$ cat src/logic/apb_delay_pkg.sv
package apb_delay_pkg;

    // bus widths
    localparam int addr_width = 32;
    localparam int data_width = 32;
    localparam int strb_width = 4;
    localparam int prot_width = 3;
    localparam int byte_offset_bits = 2;

    // fixed-point delay ratio, slow/fast ratio minus one
    localparam int ratio_frac_bits = 10;
    localparam int delay_count_width = 48;
    localparam logic [delay_count_width-1:0] delay_ratio_default =
        delay_count_width'(9) << ratio_frac_bits;

    // completer geometry
    localparam int mem_words = 64;
    localparam int mem_index_width = $clog2(mem_words);

    // wait states come from paddr[4:2]
    localparam int wait_field_lsb = 2;
    localparam int wait_field_width = 3;

    // FSM encodings
    localparam int state_width = 2;

    localparam logic [state_width-1:0] req_idle = 2'd0;
    localparam logic [state_width-1:0] req_setup = 2'd1;
    localparam logic [state_width-1:0] req_access = 2'd2;

    localparam logic [state_width-1:0] dly_idle = 2'd0;
    localparam logic [state_width-1:0] dly_active = 2'd1;
    localparam logic [state_width-1:0] dly_delay = 2'd2;

endpackage

$ cat src/logic/apb_if.sv
`timescale 1ns/1ps

interface apb_if;
    import apb_delay_pkg::*;

    // request side
    logic [addr_width-1:0] paddr;
    logic                  psel;
    logic                  penable;
    logic [prot_width-1:0] pprot;
    logic                  pwrite;
    logic [data_width-1:0] pwdata;
    logic [strb_width-1:0] pstrb;

    // response side
    logic                  pready;
    logic [data_width-1:0] prdata;
    logic                  pslverr;

    modport requester (
        output paddr, psel, penable, pprot, pwrite, pwdata, pstrb,
        input  pready, prdata, pslverr
    );

    modport completer (
        input  paddr, psel, penable, pprot, pwrite, pwdata, pstrb,
        output pready, prdata, pslverr
    );

endinterface

$ cat src/logic/apb_requester.sv
`timescale 1ns/1ps

module apb_requester (
    input  logic                                    clock,
    input  logic                                    reset,

    input  logic                                    cmd_valid,
    output logic                                    cmd_ready,
    input  logic [apb_delay_pkg::addr_width-1:0]    cmd_addr,
    input  logic                                    cmd_write,
    input  logic [apb_delay_pkg::data_width-1:0]    cmd_wdata,
    input  logic [apb_delay_pkg::strb_width-1:0]    cmd_strb,

    output logic                                    rsp_valid,
    input  logic                                    rsp_ready,
    output logic [apb_delay_pkg::data_width-1:0]    rsp_rdata,
    output logic                                    rsp_error,

    apb_if.requester                                bus
);
    import apb_delay_pkg::*;

    logic [state_width-1:0] state;
    logic                   cmd_fire;
    logic                   bus_done;

    // a pending response blocks the next command
    assign cmd_ready = (state == req_idle) && !rsp_valid;
    assign cmd_fire  = cmd_valid && cmd_ready;
    assign bus_done  = (state == req_access) && bus.pready;

    // protection attributes are not used
    assign bus.pprot = '0;

    always_ff @(posedge clock) begin
        if (reset) begin
            state       <= req_idle;
            bus.psel    <= 1'b0;
            bus.penable <= 1'b0;
            rsp_valid   <= 1'b0;
        end else begin
            if (rsp_valid && rsp_ready) begin
                rsp_valid <= 1'b0;
            end

            case (state)
                req_idle: begin
                    if (cmd_fire) begin
                        bus.psel <= 1'b1;
                        state    <= req_setup;
                    end
                end
                req_setup: begin
                    bus.penable <= 1'b1;
                    state       <= req_access;
                end
                req_access: begin
                    // hold the access phase until the completer answers
                    if (bus.pready) begin
                        bus.psel    <= 1'b0;
                        bus.penable <= 1'b0;
                        rsp_valid   <= 1'b1;
                        state       <= req_idle;
                    end
                end
                default: begin
                    bus.psel    <= 1'b0;
                    bus.penable <= 1'b0;
                    state       <= req_idle;
                end
            endcase
        end
    end

    // command payload, stable on the bus until completion
    always_ff @(posedge clock) begin
        if (cmd_fire) begin
            bus.paddr  <= cmd_addr;
            bus.pwrite <= cmd_write;
            bus.pwdata <= cmd_wdata;
            bus.pstrb  <= cmd_strb;
        end
    end

    // response payload
    always_ff @(posedge clock) begin
        if (bus_done) begin
            rsp_rdata <= bus.prdata;
            rsp_error <= bus.pslverr;
        end
    end

endmodule

$ cat src/logic/apb_delayer.sv
`timescale 1ns/1ps

module apb_delayer #(
    parameter logic [apb_delay_pkg::delay_count_width-1:0] delay_ratio =
        apb_delay_pkg::delay_ratio_default
) (
    input  logic        clock,
    input  logic        reset,
    input  logic        delay_enable,

    apb_if.completer    up,
    apb_if.requester    down
);
    import apb_delay_pkg::*;

    logic [state_width-1:0]       state;
    logic                         delay_mode;
    logic [delay_count_width-1:0] delay_count;
    logic                         up_ready_q;
    logic [data_width-1:0]        hold_rdata;
    logic                         hold_slverr;
    logic                         setup_seen;
    logic                         block_down;

    assign setup_seen = up.psel && !up.penable;

    // keep the completer quiet while the answer is held back
    assign block_down = (state == dly_delay) || up_ready_q;

    // request payload is forwarded as is
    assign down.paddr  = up.paddr;
    assign down.pprot  = up.pprot;
    assign down.pwrite = up.pwrite;
    assign down.pwdata = up.pwdata;
    assign down.pstrb  = up.pstrb;

    assign down.psel    = up.psel && !block_down;
    assign down.penable = up.penable && !block_down;

    // response is either direct or replayed after the countdown
    assign up.pready  = delay_mode ? up_ready_q : down.pready;
    assign up.prdata  = delay_mode ? hold_rdata : down.prdata;
    assign up.pslverr = delay_mode ? hold_slverr : down.pslverr;

    always_ff @(posedge clock) begin
        if (reset) begin
            state       <= dly_idle;
            delay_mode  <= 1'b0;
            delay_count <= '0;
            up_ready_q  <= 1'b0;
        end else begin
            up_ready_q <= 1'b0;

            case (state)
                dly_idle: begin
                    // mode only changes between transfers
                    if (setup_seen) begin
                        delay_mode <= delay_enable;
                        state      <= dly_active;
                    end
                end
                dly_active: begin
                    if (down.pready) begin
                        if (delay_mode) begin
                            // drop the fraction, keep whole core cycles
                            delay_count <= delay_count >> ratio_frac_bits;
                            state       <= dly_delay;
                        end else begin
                            state <= dly_idle;
                        end
                    end else if (delay_mode) begin
                        delay_count <= delay_count + delay_ratio;
                    end
                end
                dly_delay: begin
                    if (delay_count == '0) begin
                        up_ready_q <= 1'b1;
                        state      <= dly_idle;
                    end else begin
                        delay_count <= delay_count - 1'b1;
                    end
                end
                default: begin
                    delay_count <= '0;
                    state       <= dly_idle;
                end
            endcase
        end
    end

    // answer captured at the device completion
    always_ff @(posedge clock) begin
        if ((state == dly_active) && down.pready) begin
            hold_rdata  <= down.prdata;
            hold_slverr <= down.pslverr;
        end
    end

endmodule

$ cat src/logic/apb_wait_memory.sv
`timescale 1ns/1ps

module apb_wait_memory (
    input  logic        clock,
    input  logic        reset,

    apb_if.completer    bus
);
    import apb_delay_pkg::*;

    logic [data_width-1:0]                  mem [mem_words];
    logic [wait_field_width-1:0]            wait_count;
    logic [addr_width-byte_offset_bits-1:0] word_addr;
    logic [mem_index_width-1:0]             mem_index;
    logic                                   in_range;
    logic                                   setup;
    logic                                   access;

    assign setup  = bus.psel && !bus.penable;
    assign access = bus.psel && bus.penable;

    assign word_addr = bus.paddr[addr_width-1:byte_offset_bits];
    assign mem_index = word_addr[mem_index_width-1:0];
    assign in_range  = (int'(word_addr) < mem_words);

    // ready once the wait count has run out
    assign bus.pready = access && (wait_count == '0);

    // read data and error only in the completing cycle
    assign bus.prdata  = (bus.pready && !bus.pwrite && in_range) ? mem[mem_index] : '0;
    assign bus.pslverr = bus.pready && !in_range;

    // wait states
    always_ff @(posedge clock) begin
        if (reset) begin
            wait_count <= '0;
        end else if (setup) begin
            wait_count <= bus.paddr[wait_field_lsb +: wait_field_width];
        end else if (access && (wait_count != '0)) begin
            wait_count <= wait_count - 1'b1;
        end
    end

    // storage, written byte by byte on completion
    always_ff @(posedge clock) begin
        if (reset) begin
            for (int i = 0; i < mem_words; i++) begin
                mem[i] <= '0;
            end
        end else if (bus.pready && bus.pwrite && in_range) begin
            for (int b = 0; b < strb_width; b++) begin
                if (bus.pstrb[b]) begin
                    mem[mem_index][8*b +: 8] <= bus.pwdata[8*b +: 8];
                end
            end
        end
    end

endmodule

$ cat src/logic/apb_delay_top.sv
`timescale 1ns/1ps

module apb_delay_top (
    input  logic                                    clock,
    input  logic                                    reset,
    input  logic                                    delay_enable,

    // command channel
    input  logic                                    cmd_valid,
    output logic                                    cmd_ready,
    input  logic [apb_delay_pkg::addr_width-1:0]    cmd_addr,
    input  logic                                    cmd_write,
    input  logic [apb_delay_pkg::data_width-1:0]    cmd_wdata,
    input  logic [apb_delay_pkg::strb_width-1:0]    cmd_strb,

    // response channel
    output logic                                    rsp_valid,
    input  logic                                    rsp_ready,
    output logic [apb_delay_pkg::data_width-1:0]    rsp_rdata,
    output logic                                    rsp_error
);

    // requester to delayer
    apb_if up_bus ();

    // delayer to memory
    apb_if dev_bus ();

    apb_requester u_requester (
        .clock     (clock),
        .reset     (reset),
        .cmd_valid (cmd_valid),
        .cmd_ready (cmd_ready),
        .cmd_addr  (cmd_addr),
        .cmd_write (cmd_write),
        .cmd_wdata (cmd_wdata),
        .cmd_strb  (cmd_strb),
        .rsp_valid (rsp_valid),
        .rsp_ready (rsp_ready),
        .rsp_rdata (rsp_rdata),
        .rsp_error (rsp_error),
        .bus       (up_bus.requester)
    );

    apb_delayer u_delayer (
        .clock        (clock),
        .reset        (reset),
        .delay_enable (delay_enable),
        .up           (up_bus.completer),
        .down         (dev_bus.requester)
    );

    apb_wait_memory u_memory (
        .clock (clock),
        .reset (reset),
        .bus   (dev_bus.completer)
    );

endmodule

$ cat config.mk
export PLATFORM = sky130hd
export DESIGN_NAME = apb_delay_top
export DESIGN_NICKNAME = d
export VERILOG_FILES = /design/src/logic/apb_delay_pkg.sv /design/src/logic/apb_if.sv /design/src/logic/apb_requester.sv /design/src/logic/apb_delayer.sv /design/src/logic/apb_wait_memory.sv /design/src/logic/apb_delay_top.sv
export SDC_FILE = /design/constraint.sdc
export NUM_CORES = 2
export LEC_CHECK = 0
export BUFFER_PORTS_ARGS = -buffer_cell sky130_fd_sc_hd__clkbuf_2
export CAP_MARGIN = 20
export CORE_MARGIN = 2
export CORE_UTILIZATION = 57
export DETAILED_ROUTE_END_ITERATION = 12
export PLACE_DENSITY = 0.76
export SLEW_MARGIN = 20
export SYNTH_ARGS = -nofsm -noshare
export SYNTH_HDL_FRONTEND = slang
export SYNTH_SLANG_ARGS = --single-unit
$ cat constraint.sdc
create_clock -name clock -period 3.6 [get_ports clock]
set_clock_uncertainty 0.05 [all_clocks]
set_input_delay 0.72 -clock clock [delete_from_list [all_inputs] [get_ports clock]]
set_output_delay 0.72 -clock clock [all_outputs]
set_load 0.01 [all_outputs]
# Word level (Yosys, flattened, before mapping)
# Memories as Yosys holds them, arrays and structs flattened. A register that Yosys moved wholly into a read port is not among the register bits.
# Index checks and enable logic that the tools add are counted.
[totals]
regBits = 195
ramBits = 2048
inputBits = 74
wordCells = 124
n_memories = 1
[classes]
addsub = 3
order_cmp = 1
n_eq_ne = 11
muxes = 49
bitwise = 4
n_reduce_logical = 38
[mem_list]
columns = ["name", "words", "word_bits", "read_ports", "rd_ports_with_merged_regs", "wr", "line", "text"]
rows = [
  ["u_memory.mem", 64, 32, 1, 1, 64, "apb_wait_memory.sv:11", "logic [data_width-1:0] mem [mem_words];"],
]
[ops]
columns = ["operator", "n"]
rows = [
  ["$mux 48", 4],
  ["$pmux 48 s3", 1],
  ["$mux 32", 3],
  ["$add 48x14->48 const B", 1],
  ["$logic_not 48->1", 1],
  ["$sub 48x1->48 const B", 1],
  ["$reduce_or 32->1", 1],
  ["$lt 30x7->1 const B", 1],
  ["$mux 1", 26],
  ["$logic_and 1x1->1", 17],
  ["$mux 2", 6],
  ["$mux 6", 2],
  ["$pmux 2 s3", 2],
  ["$ne 2x1->1 const B", 5],
  ["$reduce_and 3->1", 3],
  ["$logic_not 1->1", 6],
  ["$mux 3", 2],
  ["$pmux 1 s3", 2],
  ["$reduce_and 2->1", 3],
  ["$eq 2x1->1 const B", 2],
  ["$eq 2x2->1 const B", 2],
  ["$logic_not 2->1", 2],
  ["$mux 4", 1],
  ["$ne 2x2->1 const B", 2],
  ["7 further kinds", 10],
]

# Depth between registers and ports, before layout
[depth]
word_depth = 13
ltp_mapped = 13
depth_no_buf = 9

# Modules after synthesis
# A second synthesis with hierarchy kept.
[unflattened]
cells_unflattened = 7976
area_unflattened_um2 = 100461.4
[by_module_without_submodules]
columns = ["module", "instances", "cells_per_inst", "area_each_um2"]
rows = [
  ["apb_wait_memory", 1, 7082, 90900.9],
  ["apb_delayer", 1, 767, 6268.5],
  ["apb_requester", 1, 127, 3291.9],
]

# Worst setup path before layout
# No wires, ideal clock.
[synth_path]
path_kind = "reg2reg"
start = "register u_requester.state[1]"
end = "register (tool-made name)"
setup_ns = 0.126
arrival_ns = 3.338
path_slack_ns = 0.086
path_stages_with_launch = 5
synth_period_minus_slack_ns = 3.514
cell_sequence = "dfxtp_1 nor3_1 and2_1 clkbuf_1 mux2_2"
[synth_lines]
columns = ["item", "line", "text"]
rows = [
  ["start: declaration", "apb_requester.sv:23", "logic [state_width-1:0] state;"],
  ["start signal: assignment", "apb_requester.sv:37", "state <= req_idle;"],
  ["start signal: assignment", "apb_requester.sv:50", "state <= req_setup;"],
  ["start signal: assignment", "apb_requester.sv:55", "state <= req_access;"],
]

==> reports/results.ini <==
[floorplan]
die_width_um=422
core_um2=174000
num_io_pins=109
rows=153
initial_core_util=0.574
die_height_um=422
die-area_um2=178000

[yosys]
syn_area_per_cell_um2=13.6
syn-cell-area_um2=99700
synthArstFlopShare=0
ys_warn_count=0
synth_top_family_by_area=multiplexers
synth_edf_count=2181
yosys.area_share.xor_xnor=0.00246
synth_mux_area_frac=0.122
synth_fp_nets=7428
synthFlopType=edfxtp_1
ys_seq_elements=2247
syn_inst=7344
yosysUniqueCellTypes=88
ys_seq_area_frac=0.670
synth_compound_area_frac=0.0601
synth_simple_gate_area_share=0.112
synthAdderAreaFrac=0.00126

[final_layout]
area_delta_synth_final_pct=15.9
drive_gt1_frac=0.225
design_area_um2=116000
fin_nets=7952
nFillCells=11827

[placement]
place_congestion=0.987
pre_cts_slack_ns=-0.0679
dpl_cell_area_um2=108000
post-dp-hpwl_um=211000
port_buffers=106

[hold_path]
hold_path_depth=3
hold_start=delay_enable
holdPathEnd=u_delayer.delay_mode
min_path_type=input pin to flop

[sta]
rsz0062_at_grt=false
post-route-worst-setup-slack_ns=-0.247
finalHoldViolations=0
fin_setup_tns_ns=-0.792
setup_violations=7
fin_crit_ns=3.85
fmaxAchievable_mhz=260
final_max_slew_viol_count=0
period_share=1.07
timing.hold.ws_ns=0.0478
slew_headroom=0.261
tightest_slew_ns=1.11

[pwr]
p_per_area_nw_per_um2=525
power_uw=60700
p_leak_uw=0.0395
vdd_drop_max_v=0.000469

[setup_path]
cp_common_cell=nand2_1
start_kind=flop
slowest_stage=and2_1
rr_endpoint=u_requester.rsp_rdata[27]
ff2ff_setup_slack_ns=-0.25
critPathArrivalTime_ns=4.54
crit_buf_inv=2
critical-path-top-delay-family=simple AND/OR/NAND/NOR gates
cp_cell_sequence=and2_1 -> buf_4 -> a22oi_1 -> nand2_1 -> o21ai_0 -> a2111oi_2 -> buf_4 -> nand2_1 -> nand2_1
crit_required_ns=4.29
slowest_delay_ns=0.96
r2r_cells=9
critPathCaptureType=flop
worst-path-max-fanout=27
critical_path_class=flop to flop

[clock_tree]
cts_root_buf=clkbuf_16
numClockSinks=2247
htreeDepth=4
clk_pin_slew_ns=0.06
clock_latency_ns=0.89
numCtsBuffers=219
cts_tree=done
clock_path_buffers=3

[drt]
via_per_inst=6.76
via_count=70201
finalWirelength_um=325000
wl_per_cell_um=31.3
dr.pass1.iters=9
final_antenna_net_count=0
drt-initial-drc-count=12311
drt_drc_violations_left=0

[flow_run]
cap_violations=0

[global_routing]
grt_pass1_vias=67953
grt_max_degree=222
overflow=0
antenna_found_initial=11
track_usage=0.360
grt_pass1_wl_um=464000

[outcome]
violations=setup timing
outcome=finished, violations left

synthesized netlist by cell type (all sizes together), types with 14 or more instances:
cell type / count / area share
a211oi: 14 / 0.0011
a21oi: 103 / 0.0052
a221oi: 71 / 0.0063
a22o: 19 / 0.0017
a22oi: 68 / 0.0051
a31oi: 26 / 0.0016
and2: 21 / 0.0013
and3: 23 / 0.0014
buf: 142 / 0.0086
clkbuf: 577 / 0.022
dfxtp: 66 / 0.013
edfxtp: 2181 / 0.66
inv: 34 / 0.0013
mux2: 34 / 0.0038
mux2i: 251 / 0.025
mux4: 413 / 0.093
nand2: 265 / 0.010
nand2b: 14 / 0.00095
nand3: 74 / 0.0037
nand4: 17 / 0.0011
nor2: 2171 / 0.082
nor2b: 18 / 0.0011
nor3: 70 / 0.0035
nor4: 33 / 0.0022
o21ai: 110 / 0.0055
o21bai: 256 / 0.019
o22ai: 43 / 0.0027
o31ai: 14 / 0.0011
xnor2: 21 / 0.0018
worst reg2reg max path, delay by kind of cell (launching register included):
kind	cells	cell delay (ns)
flip-flops	1	0.73
AND/OR/NAND/NOR	4	1.55
AO/OA/AOI/OAI	3	0.71
buffers and inverters	2	0.67
power breakdown:
part | switching [uW] | internal, uW | total [uW]
Combinational | 5020 | 2980 | 8000
Sequential | 380 | 29500 | 29900
Clock | 10200 | 12600 | 22900
Total | 15600 | 45100 | 60700
repair_timing:
| action | 4_1_cts | 5_1_grt |
|---|---|---|
| endpoints found under the hold margin | 64 | 0 |
| hold buffers | 63 | 0 |
| setup endpoints to repair | 2 | 6 |
| gates resized for setup | 2 | 3 |
| pin swaps | 0 | 1 |
| buffers inserted | 0 | 3 |
cells by family after synthesis:
kind of cell,after synthesis
fa+ha+maj,10
buf+inv,754
xor+xnor,28
simple gates,2768
mux,698
compound gates,839
flops,2247
metal layers:
metal,global-route usage,up-vias,routed length [um]
met4,0.214,14,23900
met2,0.535,6229,144000
met1,0.460,34591,105000
met5,0.000269,-,113
li1,-,28100,-
met3,0.125,1267,52400
area by class of cell:
cell class	count	area [um^2]	area share
clock buffer	272	5680	0.0491
inverter	35	134	0.00116
clock inverter	135	1400	0.0121
timing repair buffer	1022	8660	0.0749
tap	2325	2910	0.0252
multi-input combinational	4343	29900	0.259
antenna	10	25.0	0.000217
sequential	2247	66800	0.578
state kept, by name, indices dropped and copies added (netlist names), named ones only:
name / flops
u_requester.bus.pwrite: 1
u_requester.rsp_rdata: 32
u_requester.bus.paddr: 30
u_requester.rsp_error: 1
u_memory.mem: 2048
u_delayer.delay_mode: 1
u_delayer.up_ready_q: 1
u_memory.wait_count: 3
u_delayer.hold_slverr: 1
u_delayer.delay_count: 48
u_delayer.state: 2
u_requester.bus.psel: 1
u_requester.state: 2
u_requester.bus.penable: 1
u_requester.bus.pstrb: 4
u_requester.rsp_valid: 1
u_delayer.hold_rdata: 32
u_requester.bus.pwdata: 32
through the flow:
step,util,instances
2_1_floorplan,-,7344
3_3_place_gp,0.620,9905
3_5_place_dp,0.620,9905
4_1_cts,0.664,10375
5_1_grt,0.665,10380
6_report,0.665,10389
how the worst max path moves through the flow:
stage,cells past startpoint,to
6_report,9,u_requester.rsp_rdata[27]
2_1_floorplan,4,flop
3_5_place_dp,9,u_requester.rsp_rdata[1]
4_1_cts,8,u_requester.rsp_rdata[16]
3_3_place_gp,9,u_requester.rsp_rdata[1]
5_1_grt,8,u_requester.rsp_rdata[16]
cell usage in the layout, fill, tap and decap left out, types with 60 or more instances in the layout:
master	count
nand2_1	228
buf_4	767
nand3_1	74
dlygate4sd3_1	63
edfxtp_1	2181
a221oi_1	70
o21ai_0	106
o21bai_1	256
mux2i_1	251
a22oi_1	68
nor3_1	69
buf_12	85
nor2_1	2165
dfxtp_1	60
clkbuf_2	105
a21oi_1	101
mux4_2	413
clkbuf_16	219
Power figures use the tool's default switching activity.
